$ cat src/cart_pkg.sv
// Shared download, quirk, cheat-code and Wishbone types for the cartridge loader and its testbench
`default_nettype none

package cart_pkg;

	////////////////////////////////////////////////////////////
	// Download port
	////////////////////////////////////////////////////////////

	// Byte address as sent by the host
	typedef logic [24:0] dl_addr_t;

	// Even-address byte sits in the low half
	typedef logic [15:0] dl_data_t;

	typedef logic [7:0] dl_index_t;

	// One word of the host stream, wr is a single-cycle strobe
	typedef struct packed {
		logic      active;
		dl_index_t index;
		logic      wr;
		dl_addr_t  addr;
		dl_data_t  data;
	} dl_stream_t;

	// Index reserved for cheat-code downloads
	localparam dl_index_t CODE_INDEX = 8'hff;

	// Header words that carry the product ID
	localparam dl_addr_t HDR_ID_FIRST = 25'h000182;
	localparam dl_addr_t HDR_ID_LAST  = 25'h00018a;

	////////////////////////////////////////////////////////////
	// Cartridge and cheat outputs
	////////////////////////////////////////////////////////////

	typedef struct packed {
		logic sram;
		logic eeprom;
		logic noram;
		logic fifo;
		logic pier;
		logic ttn2;
	} cart_quirks_t;

	// Words arrive low half first, in download byte order
	typedef struct packed {
		logic [31:0] flags;
		logic [31:0] address;
		logic [31:0] compare;
		logic [31:0] replace;
	} cheat_code_t;

	////////////////////////////////////////////////////////////
	// ROM memory side
	////////////////////////////////////////////////////////////

	typedef logic [23:0] rom_adr_t;
	typedef logic [15:0] rom_data_t;

	// Master outputs of a Wishbone classic write
	typedef struct packed {
		logic      cyc;
		logic      stb;
		logic      we;
		logic [1:0] sel;
		rom_adr_t  adr;
		rom_data_t dat;
	} wb_master_t;

	typedef enum logic {
		idle,
		busy
	} wr_state_t;

endpackage

`default_nettype wire

$ cat src/rom_write_master.sv
// Writes each cart download word to ROM over Wishbone classic and holds the host off meanwhile
`timescale 1ns/1ps
`default_nettype none

module rom_write_master
	import cart_pkg::*;
(
	input  logic       clk_sys,
	input  logic       rst_n,
	input  dl_stream_t cart,
	output wb_master_t wb,
	input  logic       wb_ack,
	output logic       dl_wait,
	output dl_addr_t   rom_size
);

	wr_state_t state;
	rom_adr_t  adr_q;
	rom_data_t dat_q;
	dl_addr_t  last_addr;
	logic      active_q;
	logic      wr_req;

	assign wr_req = cart.active & cart.wr;

	////////////////////////////////////////////////////////////
	// Write FSM
	////////////////////////////////////////////////////////////

	always_ff @(posedge clk_sys or negedge rst_n) begin
		if (!rst_n) begin
			state <= idle;
		end else begin
			case (state)
				idle: if (wr_req) state <= busy;
				busy: if (wb_ack) state <= idle;
				default: state <= idle;
			endcase
		end
	end

	// Word address and byte-swapped data, taken when the host writes
	always_ff @(posedge clk_sys) begin
		if (wr_req && state == idle) begin
			adr_q <= cart.addr[24:1];
			dat_q <= {cart.data[7:0], cart.data[15:8]};
		end
	end

	always_comb begin
		wb.cyc = (state == busy);
		wb.stb = (state == busy);
		wb.we  = 1'b1;
		wb.sel = 2'b11;
		wb.adr = adr_q;
		wb.dat = dat_q;
	end

	// Host stalls for exactly the bus cycle
	assign dl_wait = wb.cyc;

	////////////////////////////////////////////////////////////
	// ROM size at end of download
	////////////////////////////////////////////////////////////

	always_ff @(posedge clk_sys or negedge rst_n) begin
		if (!rst_n) begin
			active_q  <= 1'b0;
			last_addr <= '0;
			rom_size  <= '0;
		end else begin
			active_q <= cart.active;
			if (wr_req && state == idle) last_addr <= cart.addr;
			if (active_q && !cart.active) rom_size <= last_addr + 25'd2;
		end
	end

	// Strobe and its address and data hold until the slave answers
	a_stb_held: assert property (@(posedge clk_sys) disable iff (!rst_n)
		wb.stb && !wb_ack |=> wb.stb && $stable(wb.adr) && $stable(wb.dat));

	// Host must respect dl_wait
	a_no_wr_busy: assert property (@(posedge clk_sys) disable iff (!rst_n)
		(state == busy) |-> !wr_req);

endmodule

`default_nettype wire

$ cat src/cart_quirk_detect.sv
// Picks the product ID out of the streaming cart header and raises the matching quirk flag
`timescale 1ns/1ps
`default_nettype none

module cart_quirk_detect
	import cart_pkg::*;
(
	input  logic         clk_sys,
	input  logic         rst_n,
	input  dl_stream_t   cart,
	output cart_quirks_t quirks
);

	// Eight ASCII characters, first character in the top byte
	typedef logic [63:0] product_id_t;

	logic         active_q;
	logic         dl_start;
	logic         wr_en;
	logic [55:0]  id_head;
	product_id_t  full_id;
	cart_quirks_t hit;

	assign dl_start = cart.active & ~active_q;
	assign wr_en    = cart.active & cart.wr;

	////////////////////////////////////////////////////////////
	// ID capture
	////////////////////////////////////////////////////////////

	// File bytes 0x183..0x189, each word stored low byte first
	always_ff @(posedge clk_sys) begin
		if (wr_en) begin
			case (cart.addr)
				HDR_ID_FIRST: id_head[55:48] <= cart.data[15:8];
				25'h184:      id_head[47:32] <= {cart.data[7:0], cart.data[15:8]};
				25'h186:      id_head[31:16] <= {cart.data[7:0], cart.data[15:8]};
				25'h188:      id_head[15:0]  <= {cart.data[7:0], cart.data[15:8]};
				default: ;
			endcase
		end
	end

	// Last character is the low byte of the final header word
	assign full_id = {id_head, cart.data[7:0]};

	always_comb begin
		hit = '0;
		case (full_id)
			"T-081276", "T-81406 ": hit.sram   = 1'b1;
			"MK-1215 ", "G-4060  ": hit.eeprom = 1'b1;
			"T-113016":             hit.noram  = 1'b1;
			"T-89016 ":             hit.fifo   = 1'b1;
			"T-574023", "T-574013": hit.pier   = 1'b1;
			"TITAN002":             hit.ttn2   = 1'b1;
			default: ;
		endcase
	end

	////////////////////////////////////////////////////////////
	// Flag register
	////////////////////////////////////////////////////////////

	always_ff @(posedge clk_sys or negedge rst_n) begin
		if (!rst_n) begin
			active_q <= 1'b0;
			quirks   <= '0;
		end else begin
			active_q <= cart.active;
			if (dl_start) begin
				quirks <= '0;
			end else if (wr_en && cart.addr == HDR_ID_LAST) begin
				quirks <= hit;
			end
		end
	end

endmodule

`default_nettype wire

$ cat src/cheat_code_loader.sv
// Collects the eight words of a cheat-code download into one code and strobes it out
`timescale 1ns/1ps
`default_nettype none

module cheat_code_loader
	import cart_pkg::*;
(
	input  logic        clk_sys,
	input  logic        rst_n,
	input  dl_stream_t  code,
	output cheat_code_t cheat_code,
	output logic        cheat_valid,
	output logic        cheat_clear
);

	logic       wr_en;
	logic [3:0] offset;

	assign wr_en  = code.active & code.wr;
	assign offset = code.addr[3:0];

	// Low word of each field comes first
	always_ff @(posedge clk_sys) begin
		if (wr_en) begin
			case (offset)
				4'd0:  cheat_code.flags[15:0]    <= code.data;
				4'd2:  cheat_code.flags[31:16]   <= code.data;
				4'd4:  cheat_code.address[15:0]  <= code.data;
				4'd6:  cheat_code.address[31:16] <= code.data;
				4'd8:  cheat_code.compare[15:0]  <= code.data;
				4'd10: cheat_code.compare[31:16] <= code.data;
				4'd12: cheat_code.replace[15:0]  <= code.data;
				4'd14: cheat_code.replace[31:16] <= code.data;
				default: ;
			endcase
		end
	end

	////////////////////////////////////////////////////////////
	// Strobes
	////////////////////////////////////////////////////////////

	always_ff @(posedge clk_sys or negedge rst_n) begin
		if (!rst_n) begin
			cheat_valid <= 1'b0;
			cheat_clear <= 1'b0;
		end else begin
			// Code is complete once the replace high word lands
			cheat_valid <= wr_en && offset == 4'd14;
			// First word of the file drops the previous code list
			cheat_clear <= wr_en && code.addr == '0;
		end
	end

	a_even_addr: assert property (@(posedge clk_sys) disable iff (!rst_n)
		wr_en |-> !code.addr[0]);

endmodule

`default_nettype wire

$ cat src/cart_loader_top.sv
// Top of the cart loading front end, splits the host download into cart and cheat-code streams
`timescale 1ns/1ps
`default_nettype none

module cart_loader_top
	import cart_pkg::*;
(
	input  logic         clk_sys,
	input  logic         rst_n,
	input  dl_stream_t   dl,
	output logic         dl_wait,
	output wb_master_t   wb,
	input  logic         wb_ack,
	output dl_addr_t     rom_size,
	output cart_quirks_t quirks,
	output cheat_code_t  cheat_code,
	output logic         cheat_valid,
	output logic         cheat_clear
);

	logic       code_sel;
	dl_stream_t cart_stream;
	dl_stream_t code_stream;

	// An all-ones index marks a cheat-code file
	assign code_sel = (dl.index == CODE_INDEX);

	always_comb begin
		cart_stream        = dl;
		cart_stream.active = dl.active & ~code_sel;
		code_stream        = dl;
		code_stream.active = dl.active & code_sel;
	end

	rom_write_master rom_write_master_inst (
		.clk_sys  (clk_sys),
		.rst_n    (rst_n),
		.cart     (cart_stream),
		.wb       (wb),
		.wb_ack   (wb_ack),
		.dl_wait  (dl_wait),
		.rom_size (rom_size)
	);

	cart_quirk_detect cart_quirk_detect_inst (
		.clk_sys (clk_sys),
		.rst_n   (rst_n),
		.cart    (cart_stream),
		.quirks  (quirks)
	);

	cheat_code_loader cheat_code_loader_inst (
		.clk_sys     (clk_sys),
		.rst_n       (rst_n),
		.code        (code_stream),
		.cheat_code  (cheat_code),
		.cheat_valid (cheat_valid),
		.cheat_clear (cheat_clear)
	);

endmodule

`default_nettype wire

$ cat config.mk
export PLATFORM = sky130hd
export DESIGN_NAME = cart_loader_top
export DESIGN_NICKNAME = d
export VERILOG_FILES = /design/src/cart_pkg.sv /design/src/rom_write_master.sv /design/src/cart_quirk_detect.sv /design/src/cheat_code_loader.sv /design/src/cart_loader_top.sv
export SDC_FILE = /design/constraint.sdc
export NUM_CORES = 1
export LEC_CHECK = 0
export BUFFER_PORTS_ARGS = -buffer_cell sky130_fd_sc_hd__buf_2
export CAP_MARGIN = 20
export CORE_UTILIZATION = 45
export DETAILED_ROUTE_END_ITERATION = 7
export HOLD_SLACK_MARGIN = 0.05
export PLACE_DENSITY = 0.72
export SYNTH_ARGS = -nofsm -noshare
export SYNTH_HDL_FRONTEND = slang
export SYNTH_SLANG_ARGS = --single-unit
export TNS_END_PERCENT = 30
$ cat constraint.sdc
create_clock -name clk_sys -period 2.05 [get_ports clk_sys]
set_clock_uncertainty 0.15 [all_clocks]
set_input_delay 0.205 -clock clk_sys [delete_from_list [all_inputs] [get_ports clk_sys]]
set_output_delay 0.205 -clock clk_sys [all_outputs]
set_load 0.01 [all_outputs]
# After elaboration in Yosys (flattened, before gate mapping)
# Index checks and enable logic that the tools add are counted.
[op_classes]
add_sub_neg = 1
n_eq_ne = 22
n_mux = 11
bitwise = 8
reduce_logical = 24
[ops]
columns = ["cell", "count"]
rows = [
  ["64-bit by 63-bit equality test with 1-bit output (second input constant)", 9],
  ["25-bit by 9-bit equality test with 1-bit output (second input constant)", 5],
  ["25-bit by 2-bit adder with 25-bit output (second input constant)", 1],
  ["25-bit zero test", 1],
  ["2-bit AND reduction", 12],
  ["4-bit equality test (second input constant)", 4],
  ["6-bit two-way mux", 2],
  ["4-bit by 3-bit equality test with 1-bit output (second input constant)", 2],
  ["8-bit equality test (second input constant)", 1],
  ["1-bit two-way mux", 8],
  ["2-bit OR reduction", 3],
  ["1-bit bitwise AND", 5],
  ["1-bit logical AND", 5],
  ["4-bit by 2-bit equality test with 1-bit output (second input constant)", 1],
  ["4-bit zero test", 1],
  ["1-bit NOT", 3],
  ["1-bit case mux with 2 select lines", 1],
  ["2-bit nonzero test", 1],
  ["1-bit zero test", 1],
]
[word_totals]
reg_bits = 284
inputBits = 54
output_inout_bits = 207
word_cells = 92

# Depth between registers and ports, before layout
# Gate-level depths: netlist of the first run.
[depth]
depth_word = 7
mapped_depth = 7
depth_no_buf = 6

# Hierarchy
# A second synthesis of the first run with hierarchy kept.
[unflattened]
cells_unflattened = 598
hier_area_um2 = 10359.9
[by_module_without_submodules]
columns = ["mod", "n_inst", "cells_each", "area_each_um2", "seq_area_each_um2"]
rows = [
  ["cheat_code_loader", 1, 151, 4052.6, 3893.7],
  ["rom_write_master", 1, 261, 3593.4, 2502.4],
  ["cart_quirk_detect", 1, 181, 2685.1, 1856.8],
  ["cart_loader_top", 1, 5, 28.8, 0.0],
]

# Worst setup path after synthesis of the first run
# No wires, ideal clock.
[synth_path]
kind = "in2reg"
start = "input dl[48] (netlist name)"
end = "register, netlist name cheat_code_loader_inst.cheat_code[100]"
setup_time_ns = 0.411
arrival_time_ns = 1.883
required_ns = 1.489
setup_slack_ns = -0.393
stages = 4
n_path_buf = 0
path_cell_list = "nand4_1 nor2_1 nand3_1 nor3_1"
[synth_via]
elab_chain_len = 4
[synth_rtl]
columns = ["item", "line_no", "source"]
rows = [
  ["start, declared", "cart_loader_top.sv:10", "input dl_stream_t dl,"],
  ["8-bit equality test", "cart_loader_top.sv:26", "assign code_sel = (dl.index == CODE_INDEX);"],
  ["1-bit bitwise AND", "cart_loader_top.sv:32", "code_stream.active = dl.active & code_sel;"],
  ["1-bit bitwise AND", "cheat_code_loader.sv:19", "assign wr_en = code.active & code.wr;"],
  ["2-bit AND reduction (no source line)", "n/a", ""],
]
# No other way between the ends.
# A chain may end at the register's enable or synchronous reset.

# Worst setup path after layout of the first run
[layout_path]
start = "input dl[20] (netlist name)"
end = "register cart_quirk_detect_inst.id_head[33], enable pin"
[layout_via]
elab_chain_len = 2
[layout_rtl]
columns = ["item", "line_no", "source"]
rows = [
  ["25-bit by 9-bit equality test with 1-bit output", "cart_quirk_detect.sv:34", "case (cart.addr)"],
  ["2-bit AND reduction (no source line)", "n/a", ""],
  ["end signal, assigned", "cart_quirk_detect.sv:36", "25'h184: id_head[47:32] <= {cart.data[7:0], cart.data[15:8]};"],
  ["end, declared", "cart_quirk_detect.sv:20", "logic [55:0] id_head;"],
]
# No other way between the ends.

==> reports/results.tsv, run 1 <==
stage	metric	value	unit
cells_and_area	# nets final	1010	
global_routing	initial antenna violation count	0	
power_and_ir_drop	Flop pwr share	0.518	
sta	Slew Limit Fails	0	
drt	initial drt markers	449	
placed_design	input/output buffers	257	
global_routing	GR peak layer	met2	
sta	Min Hold Slack	0.0654	ns
global_routing	first-pass GRT wire length	39.3	mm
clocking	clk root buf	clkbuf_16	
drt	Routed Antenna Nets	0	
floorplanning	die width	153	um
worst_setup_path	critical path launch point type	primary input	
power_and_ir_drop	Switching Fraction	0.228	
clocking	CTS tree	done	
global_routing	vias in the first global route	6718	
sta	fin crit period	2.01	ns
drt	via/cell ratio	5.21	
cells_and_area	Layout area overhead	34.5	%
worst_setup_path	WP data required	2.14	ns
sta	worst slew pin tran	0.578	ns
global_routing	All-Layer GR Usage	0.222	
power_and_ir_drop	Peak VDD IR	0.000701	V
floorplanning	Die Ht	153	um
power_and_ir_drop	Pwr per Cell Area	939	nW/um^2
floorplanning	Initial Utilization	0.466	
cells_and_area	most common cell after layout, fill and taps aside	buf_2	
clocking	clock-pin slew on the worst setup and hold paths	0.06	ns
synth	synthesized flop and latch total	284	
synth	post-synthesis cell area	10300	um^2
synth	Avg Cell Area, Syn	17.6	um^2
cells_and_area	ant diodes	0	
placed_design	Post-DP HPWL	17.6	mm
global_routing	largest net degree at the start of global routing	61	
status	run status	finished, final reports clean	
drt	Pre-antenna DRT Iters	4	
placed_design	RePlAce Congestion	0.889	
synth	post-synthesis sequential area ratio	0.800	
worst_setup_path	CP Data Arrival Time	2.10	ns
sta	Rel. slew slack	0.610	
worst_setup_path	CP Class	primary input to flip-flop	
clocking	Skew-Pair Late Insertion Delay	0.54	ns
clocking	# clock sinks	284	
synth	Post-synth top flop	edfxtp_1	
synth	post-synthesis cell count	585	
worst_setup_path	CP max FO	16	
power_and_ir_drop	Comb power frac	0.078	
clocking	clock buffer depth	3	
power_and_ir_drop	Clk network pwr share	0.404	
sta	period utilisation layout	0.978	
clocking	H-tree levels	1	
floorplanning	Rows	54	
floorplanning	Die Area	23500	um^2
synth	synthesis warning total	0	
floorplanning	Core Footprint	22100	um^2
power_and_ir_drop	Psw	2.97	mW
drt	drt wl/cell	20.6	um
power_and_ir_drop	Pleak	5.34	nW
cells_and_area	commonest cells after routing, fill and taps aside	257 x buf_2, 224 x edfxtp_1, 60 x dfrtp_1	
drt	final WL	26.0	mm
global_routing	global route total overflow	0	
job	max-cap violation count	0	
clocking	TritonCTS Buffers	29	
sta	Hold Violations, Final	0	
global_routing	grt met1 use	0.302	
synth	EDFF count, synth	224	
synth	Yosys cell types	49	
floorplanning	io pins	261	
cells_and_area	share of cells above drive strength 1	0.418	
sta	FMAX	499	MHz
cells_and_area	final core occ	0.626	
global_routing	met2 usage	0.366	
power_and_ir_drop	internal power	10.0	mW
sta	Final setup viols	0	
worst_setup_path	Crit. End Element	flip-flop	
sta	unrepaired setup endpoints after global routing	true	
drt	routed vias	6554	
synth	Async SR Flop Fraction	0.211	
hold_path	worst hold path class	primary input to async pin	
drt	Post-route DRC	0	
global_routing	GR Layer Usage met3	0.0386	
cells_and_area	Fillers	1565	
[worst paths after layout]
path / from / to / slack [ns] / cells after the start
max in group asynchronous: rst_n / rom_write_master_inst.rom_size[6] / 1.41 / 3
hold reg to reg: cart_quirk_detect_inst.quirks[3] / cart_quirk_detect_inst.quirks[3] / 0.32 / 2
hold / removal: rst_n / rom_write_master_inst.last_addr[13] / 0.07 / 3
min in group clk_sys: dl[25] / cheat_code_loader_inst.cheat_clear / 0.16 / 6
setup / recovery: dl[20] / cart_quirk_detect_inst.id_head[33] / 0.04 / 8
setup reg to reg: rom_write_master_inst.last_addr[1] / rom_write_master_inst.rom_size[19] / 0.15 / 6
[cells in the mapped netlist, types with 3 or more instances]
cell type | n | area, um^2
and4_1 | 3 | 26.3
nor4bb_1 | 4 | 40.0
nor4_2 | 5 | 62.6
and3_1 | 8 | 50.1
nor4_1 | 10 | 62.6
and4bb_2 | 5 | 62.6
edfxtp_1 | 224 | 6730
nand4_1 | 23 | 144
o21ai_1 | 14 | 70.1
nand2_1 | 47 | 176
nor3_1 | 7 | 35.0
nor2b_1 | 4 | 25.0
xnor2_1 | 8 | 70.1
nand3_1 | 19 | 95.1
dfrtp_1 | 60 | 1500
nand4b_1 | 3 | 26.3
buf_2 | 3 | 15.0
nor2_1 | 25 | 93.8
nand2b_1 | 4 | 25.0
nor3b_1 | 5 | 37.5
mux2_2 | 24 | 270
inv_1 | 5 | 18.8
nand3b_1 | 4 | 30.0
buf_4 | 6 | 45.0
o21ai_0 | 14 | 70.1
nor4b_1 | 6 | 52.6
xor2_1 | 15 | 131
[repair_timing]
action                                  in CTS  in global routing
resized for setup                            0                  6
endpoints found under the hold margin      318                  0
endpoints found under the setup margin       0                 57
hold buffers                                46                  0
setup buffers                                0                  1
[power by group through the flow]
stage          clock (mW)  combinational, mW  sequential (mW)
6_report             5.25               1.02             6.73
5_1_grt              5.54               1.11             6.76
4_1_cts              5.34               1.02             6.73
3_5_place_dp            0              0.945             6.84
3_3_place_gp            0              0.929             6.83
2_1_floorplan           0              0.385             6.88
[worst max-delay path, stage by stage]
cell	delay, ns
dlygate4sd3_1	0.53
buf_2	0.14
nor4_2	0.28
nand4_2	0.21
nor3_4	0.22
nand2_1	0.13
nor2_1	0.19
buf_12	0.19
[layer usage]
layer	up-vias	wire (um)
li1	3010	-
met1	3254	11000
met2	247	12800
met5	-	0
met4	0	613
met3	43	1550
[state kept, by name, indices dropped and copies added, names as in the netlist]
signal	cells
cheat_code_loader_inst.cheat_valid	1
rom_write_master_inst.last_addr	25
cart_quirk_detect_inst.id_head	56
rom_write_master_inst.rom_size	25
rom_write_master_inst.dl_wait	1
rom_write_master_inst.dat_q	16
cheat_code_loader_inst.cheat_clear	1
cart_quirk_detect_inst.quirks	6
cheat_code_loader_inst.cheat_code	128
cart_quirk_detect_inst.active_q	1
rom_write_master_inst.adr_q	24
[stage by stage]
stage          setup TNS [ns]  worst slack, ns  cell area (um^2)  std cells  power [mW]
5_1_grt                -0.323          -0.0296             13800       1258        13.4
6_report                    0           0.0441             13800       1258        13.0
4_1_cts                     0          0.00449             13800       1257        13.1
3_5_place_dp            -2.64          -0.0587             12400       1157        7.79
2_1_floorplan          -11.79           -0.226             10300        587        7.26
3_3_place_gp            -1.30          -0.0308             12400       1157        7.76
[cell families after synthesis]
logic type | share of synthesized area
other cells | 0.000364
compound gates | 0.0203
mux | 0.0284
fa+ha+maj | 0.00122
xor+xnor | 0.0196
flops | 0.800
buf+inv | 0.0106
simple gates | 0.120
[layout make-up]
type,instances,area (um^2),area share
flip-flops and latches,284,8230,0.594
repair buffers,350,2240,0.162
multi-input cells,285,2030,0.147
clock buffers,38,811,0.0586
well taps,280,350,0.0253
clock inverters,16,163,0.0118
inverters,5,18.8,0.00136
No activity file was read; power rests on OpenSTA's default activity.
==> run 2: changes to the inputs <==
--- a/config.mk
+++ b/config.mk
@@ -7,10 +7,12 @@
 export LEC_CHECK = 0
 export BUFFER_PORTS_ARGS = -buffer_cell sky130_fd_sc_hd__buf_2
 export CAP_MARGIN = 20
+export CORE_MARGIN = 1.5
 export CORE_UTILIZATION = 45
 export DETAILED_ROUTE_END_ITERATION = 7
 export HOLD_SLACK_MARGIN = 0.05
 export PLACE_DENSITY = 0.72
+export RECOVER_POWER = 25
 export SYNTH_ARGS = -nofsm -noshare
 export SYNTH_HDL_FRONTEND = slang
 export SYNTH_SLANG_ARGS = --single-unit
==> reports/results.tsv, run 2 (same netlist as run 1, synthesis figures left out) <==
stage	metric	value	unit	change
drt	Routed Antenna Nets	0		unchanged
clocking	# clock sinks	284		unchanged
clocking	TritonCTS Buffers	28		was 29
sta	FMAX	507	MHz	was 499 MHz
drt	routed vias	6546		was 6,554
global_routing	All-Layer GR Usage	0.212		was 0.222
floorplanning	Core Footprint	22600	um^2	was 22,100 um^2
cells_and_area	max FFs per register	128		unchanged
sta	Slew Limit Fails	0		unchanged
worst_setup_path	reg-to-reg slack, setup	0.15	ns	about the same
clocking	clock buffer depth	3		unchanged
placed_design	RePlAce Congestion	0.905		was 0.889
clocking	clock-pin slew on the worst setup and hold paths	0.06	ns	about the same
clocking	Skew-Pair Late Insertion Delay	0.55	ns	was 0.54 ns
cells_and_area	# nets final	1010		unchanged
cells_and_area	Layout area overhead	33.8	%	was 34.5%
sta	period utilisation layout	0.963		was 0.978
worst_setup_path	CP cell instances	dlygate4sd3_1 > buf_2 > nor4_1 > dlygate4sd3_1 > o2111ai_1 > o21ai_1		was dlygate4sd3_1 > buf_2 > nor4_2 > nand4_2 > nor3_4 > nand2_1 > nor2_1 > buf_12
global_routing	largest net degree at the start of global routing	61		unchanged
cells_and_area	most common cell after layout, fill and taps aside	buf_2		unchanged
cells_and_area	Register Area	8230	um^2	unchanged
hold_path	worst hold path endpoint	cheat_code_loader_inst.cheat_clear		
cells_and_area	ant diodes	0		unchanged
sta	Final setup viols	0		unchanged
worst_setup_path	r2r worst-path depth	7		was 6
floorplanning	Rows	55		was 54
cells_and_area	share of cells above drive strength 1	0.386		was 0.418
clocking	clk root buf	clkbuf_16		unchanged
floorplanning	Die Ht	154	um	was 153 um
drt	initial drt markers	369		was 449
worst_setup_path	cell mode on critical path	dlygate4sd3_1		
sta	final setup TNS	0	ns	unchanged
drt	Top Metal Used	met4		unchanged
floorplanning	die width	154	um	was 153 um
hold_path	worst hold path class	primary input to flip-flop		was primary input to async pin
worst_setup_path	CP max stage cell	dlygate4sd3_1		unchanged
cells_and_area	commonest cells after routing, fill and taps aside	233 x buf_2, 224 x edfxtp_1, 60 x dfrtp_1		was 257 x buf_2, 224 x edfxtp_1, 60 x dfrtp_1
drt	via/cell ratio	5.19		was 5.21
global_routing	global route total overflow	0		unchanged
floorplanning	io pins	261		unchanged
floorplanning	Initial Utilization	0.456		was 0.466
sta	fin crit period	1.97	ns	was 2.01 ns
drt	Post-route DRC	0		unchanged
sta	worst slew pin tran	1.45	ns	was 0.578 ns
job	max-cap violation count	0		unchanged
worst_setup_path	WP data required	2.37	ns	was 2.14 ns
power_and_ir_drop	Peak VDD IR	0.000959	V	was 0.000701 V
worst_setup_path	reg-to-reg startpoint	rom_write_master_inst.last_addr[2]		was rom_write_master_inst.last_addr[1]
worst_setup_path	FF-to-FF End	rom_write_master_inst.rom_size[15]		was rom_write_master_inst.rom_size[19]
placed_design	Post-DP HPWL	17.3	mm	was 17.6 mm
worst_setup_path	CP Data Arrival Time	2.29	ns	was 2.10 ns
drt	metal1 wirelength	10.4	mm	was 11.0 mm
drt	met2 WL	12.4	mm	was 12.8 mm
worst_setup_path	Crit. End Element	flip-flop		unchanged
drt	drt wl/cell	20.3	um	was 20.6 um
placed_design	input/output buffers	257		unchanged
power_and_ir_drop	Pleak	5.25	nW	was 5.34 nW
cells_and_area	final core occ	0.610		was 0.626
power_and_ir_drop	final total power	12.9	mW	was 13.0 mW
sta	unrepaired setup endpoints after global routing	false		was true
floorplanning	Die Area	23800	um^2	was 23,500 um^2
clocking	H-tree levels	1		unchanged
sta	Hold Violations, Final	0		unchanged
hold_path	hold path startpoint	dl[26]		
drt	WL met3	2.09	mm	was 1.55 mm
cells_and_area	Multi-input gate area	2020	um^2	was 2030 um^2
worst_setup_path	max incr delay on CP	0.64	ns	was 0.53 ns
worst_setup_path	CP Class	primary input to flip-flop		unchanged
power_and_ir_drop	Pwr per Cell Area	935	nW/um^2	was 939 nW/um^2
drt	Pre-antenna DRT Iters	5		was 4
sta	Rel. slew slack	0.0320		was 0.610
global_routing	vias in the first global route	6758		was 6,718
worst_setup_path	critical path launch point type	primary input		unchanged
drt	final WL	25.6	mm	was 26.0 mm
status	run status	finished, final reports clean		unchanged
clocking	CTS tree	done		unchanged
worst_setup_path	CP max FO	8		was 16
hold_path	worst hold path depth	6		
cells_and_area	Fillers	1697		was 1,565
global_routing	initial antenna violation count	0		unchanged
global_routing	first-pass GRT wire length	38.6	mm	was 39.3 mm
[run 2: power breakdown]
| group | switching (mW) | total, mW | internal (mW) | leakage, nW |
|---|---|---|---|---|
| sequential | 0.220 | 6.72 | 6.50 | 2.76 |
| combinational | 0.533 | 0.996 | 0.464 | 2.03 |
| clock | 2.10 | 5.16 | 3.06 | 0.459 |
[run 2: critical path: cells and delay by family]
kind / cells / cell delay, ns
buf+inv: 3 / 1.35
simple gates: 1 / 0.47
compound gates: 2 / 0.27
[run 2: worst max-delay path by stage]
stage,startpoint,end,cells after the start
final,dl[1],cart_quirk_detect_inst.quirks[4],6
after global routing,dl[37],cart_quirk_detect_inst.quirks[2],8
after CTS,dl[29],cart_quirk_detect_inst.id_head[5],8
after detailed placement,dl[25],cart_quirk_detect_inst.id_head[40],7
after global placement,dl[25],cart_quirk_detect_inst.id_head[47],7
after floorplan,dl[32],cart_quirk_detect_inst.id_head[0],5
[run 2: what timing repair did]
item,4_1_cts,5_1_grt
gates resized for setup,0,5
hold buffers,46,0
hold endpoints to repair,329,0
buffers inserted,0,0
endpoints found under the setup margin,0,59
[run 2: through the flow]
step | worst slack, ns | instance area (um^2) | instances | hold slack, ns
4_1_cts | 0.0195 | 13800 | 1261 | 0.0626
3_3_place_gp | -0.123 | 12400 | 1164 | 0.0856
6_report | 0.0760 | 13800 | 1261 | 0.146
3_5_place_dp | -0.103 | 12400 | 1164 | 0.0860
5_1_grt | 0.00779 | 13800 | 1261 | 0.169
2_1_floorplan | -0.226 | 10300 | 587 | -0.241
[run 2: final cells by class]
type	count	share of cell area
well taps	285	0.0259
flip-flops and latches	284	0.598
clock inverters	16	0.0148
clock buffers	35	0.0535
multi-input cells	285	0.147
inverters	5	0.00136
repair buffers	351	0.160
[run 2: routing by layer]
| metal | vias to the layer above | track usage |
|---|---|---|
| li1 | 2996 | - |
| met1 | 3213 | 0.274 |
| met2 | 284 | 0.354 |
| met3 | 53 | 0.0602 |
| met4 | 0 | 0.0583 |
| met5 | - | 0 |
==> run 3: changes to the inputs <==
--- a/config.mk
+++ b/config.mk
@@ -7,11 +7,13 @@
 export LEC_CHECK = 0
 export BUFFER_PORTS_ARGS = -buffer_cell sky130_fd_sc_hd__buf_2
 export CAP_MARGIN = 20
+export CELL_PAD_IN_SITES_DETAIL_PLACEMENT = 0
+export CELL_PAD_IN_SITES_GLOBAL_PLACEMENT = 2
 export CORE_MARGIN = 1.5
-export CORE_UTILIZATION = 45
+export CORE_UTILIZATION = 37
 export DETAILED_ROUTE_END_ITERATION = 7
 export HOLD_SLACK_MARGIN = 0.05
-export PLACE_DENSITY = 0.72
+export PLACE_DENSITY = 0.82
 export RECOVER_POWER = 25
 export SYNTH_ARGS = -nofsm -noshare
 export SYNTH_HDL_FRONTEND = slang
==> reports/results.tsv, run 3 (same netlist as run 1, synthesis figures left out) <==
stage	metric	value	unit	change
status	run status	finished, final reports clean		unchanged
global_routing	initial antenna violation count	1		was 0
worst_setup_path	Crit. End Element	flip-flop		unchanged
drt	Pre-antenna DRT Iters	5		unchanged
sta	fin crit period	2.01	ns	was 1.97 ns
cells_and_area	Layout area overhead	35.1	%	was 33.8%
sta	setup ws final	0.0381	ns	was 0.0760 ns
cells_and_area	max FFs per register	128		unchanged
sta	final setup TNS	0	ns	unchanged
drt	drt wl/cell	20.6	um	was 20.3 um
sta	Hold Violations, Final	0		unchanged
worst_setup_path	CP Class	primary input to flip-flop		unchanged
placed_design	pre-CTS setup slack	-0.0449	ns	was -0.103 ns
floorplanning	Die Area	28800	um^2	was 23,800 um^2
clocking	CTS tree	done		unchanged
job	max-cap violation count	0		unchanged
clocking	clock buffer depth	3		unchanged
power_and_ir_drop	Switching Fraction	0.230		was 0.221
sta	Slew Limit Fails	0		unchanged
hold_path	worst hold path class	primary input to flip-flop		unchanged
clocking	H-tree levels	1		unchanged
power_and_ir_drop	Pwr per Cell Area	932	nW/um^2	was 935 nW/um^2
sta	worst slew pin tran	1.39	ns	was 1.45 ns
power_and_ir_drop	Comb power frac	0.080		was 0.077
cells_and_area	share of cells above drive strength 1	0.406		was 0.386
cells_and_area	Multi-input gate area	2010	um^2	was 2020 um^2
clocking	TritonCTS Buffers	29		was 28
cells_and_area	Register Area	8230	um^2	unchanged
placed_design	input/output buffers	257		unchanged
placed_design	Post-DP HPWL	19.8	mm	was 17.3 mm
placed_design	placed cell areas	12500	um^2	was 12,400 um^2
worst_setup_path	CP max FO	6		was 8
sta	Min Hold Slack	0.264	ns	was 0.146 ns
sta	Rel. slew slack	0.0739		was 0.0320
cells_and_area	commonest cells after routing, fill and taps aside	248 x buf_2, 224 x edfxtp_1, 60 x dfrtp_1		was 233 x buf_2, 224 x edfxtp_1, 60 x dfrtp_1
drt	final WL	27.9	mm	was 25.6 mm
floorplanning	io pins	261		unchanged
worst_setup_path	CP Data Arrival Time	2.29	ns	about the same
drt	routed vias	6552		was 6,546
sta	period utilisation layout	0.981		was 0.963
power_and_ir_drop	final total power	13.0	mW	was 12.9 mW
cells_and_area	fin cells	1352		was 1,261
drt	initial drt markers	387		was 369
floorplanning	die width	170	um	was 154 um
power_and_ir_drop	Pleak	5.30	nW	was 5.25 nW
cells_and_area	# nets final	1012		was 1,010
cells_and_area	ant diodes	0		unchanged
clocking	clk root buf	clkbuf_16		unchanged
clocking	Skew-Pair Late Insertion Delay	0.55	ns	about the same
clocking	# clock sinks	284		unchanged
floorplanning	Core Footprint	27100	um^2	was 22,600 um^2
cells_and_area	most common cell after layout, fill and taps aside	buf_2		unchanged
global_routing	largest net degree at the start of global routing	61		unchanged
clocking	clock-pin slew on the worst setup and hold paths	0.06	ns	about the same
drt	Post-route DRC	0		unchanged
power_and_ir_drop	Psw	2.98	mW	was 2.85 mW
cells_and_area	Design Area, Final	13900	um^2	was 13,800 um^2
sta	unrepaired setup endpoints after global routing	true		was false
sta	Final setup viols	0		unchanged
global_routing	global route total overflow	0		unchanged
floorplanning	Die Ht	170	um	was 154 um
floorplanning	Rows	60		was 55
placed_design	cell count after placement	1252		was 1,164
power_and_ir_drop	Peak VDD IR	0.000768	V	was 0.000959 V
global_routing	All-Layer GR Usage	0.194		was 0.212
drt	via/cell ratio	4.85		was 5.19
power_and_ir_drop	Clk network pwr share	0.400		was 0.401
global_routing	first-pass GRT wire length	41.2	mm	was 38.6 mm
power_and_ir_drop	Flop pwr share	0.519		was 0.522
sta	FMAX	497	MHz	was 507 MHz
power_and_ir_drop	internal power	9.98	mW	was 10.0 mW
global_routing	vias in the first global route	6646		was 6,758
drt	Routed Antenna Nets	0		unchanged
worst_setup_path	critical path launch point type	primary input		unchanged
worst_setup_path	WP data required	2.33	ns	was 2.37 ns
cells_and_area	final core occ	0.513		was 0.610
cells_and_area	Fillers	2269		was 1,697
floorplanning	Initial Utilization	0.380		was 0.456
placed_design	RePlAce Congestion	0.830		was 0.905
## run 3: cell types whose count changed in the layout (fill, tap and decap cells not counted), moves of 2 or more
cell / delta
nor2_2: -2
nor3_4: -2
clkbuf_4: -3
buf_2: +15
inv_6: +2
nor2_1: +2
clkbuf_1: -16
clkinvlp_4: +2
nor3_2: +3
buf_4: +7
## run 3: final timing paths
| check | slack, ns | depth (start not counted) | from | endpoint |
|---|---|---|---|---|
| worst max register to register | 0.15 | 5 | cart_quirk_detect_inst.id_head[19] | cart_quirk_detect_inst.quirks[4] |
| worst min register to register | 0.33 | 2 | rom_write_master_inst.rom_size[8] | rom_write_master_inst.rom_size[8] |
| worst min-delay path | 0.26 | 5 | dl[41] | cheat_code_loader_inst.cheat_valid |
| worst max-delay path | 0.04 | 9 | dl[34] | cart_quirk_detect_inst.quirks[5] |
| max in group asynchronous | 0.45 | 3 | rst_n | rom_write_master_inst.last_addr[1] |
| min in group asynchronous | 0.44 | 3 | rst_n | rom_write_master_inst.rom_size[18] |
## run 3: power groups by stage
stage	logic (mW)	clock network (mW)	registers (mW)
final	1.04	5.19	6.73
after global routing	1.14	5.52	6.77
after CTS	1.06	5.31	6.73
after detailed placement	0.987	0	6.85
after global placement	0.977	0	6.84
after floorplan	0.385	0	6.88
## run 3: timing repair
item | CTS | global route
resized for setup | 0 | 8
hold endpoints to repair | 317 | 0
endpoints found under the setup margin | 0 | 63
buffers inserted | 0 | 1
hold buffers | 45 | 0
## run 3: final cells by class
cell class              instances  share of cell area
flip-flops and latches        284               0.592
clock buffers                  34              0.0536
repair buffers                352               0.160
inverters                       5             0.00135
multi-input cells             285               0.145
clock inverters                20              0.0148
well taps                     372              0.0335
## run 3: critical path, stage by stage
cell	delay, ns
dlygate4sd3_1	0.54
buf_2	0.14
nor4_2	0.20
buf_4	0.16
nand4_2	0.17
buf_4	0.20
o41a_1	0.49
nand2_1	0.12
o21ai_1	0.07
## run 3: per-layer routing
metal	part of all wire	track usage
met3	0.069	0.0364
met5	0.00029	0
met1	0.41	0.259
met2	0.49	0.319
met4	0.031	0.0639
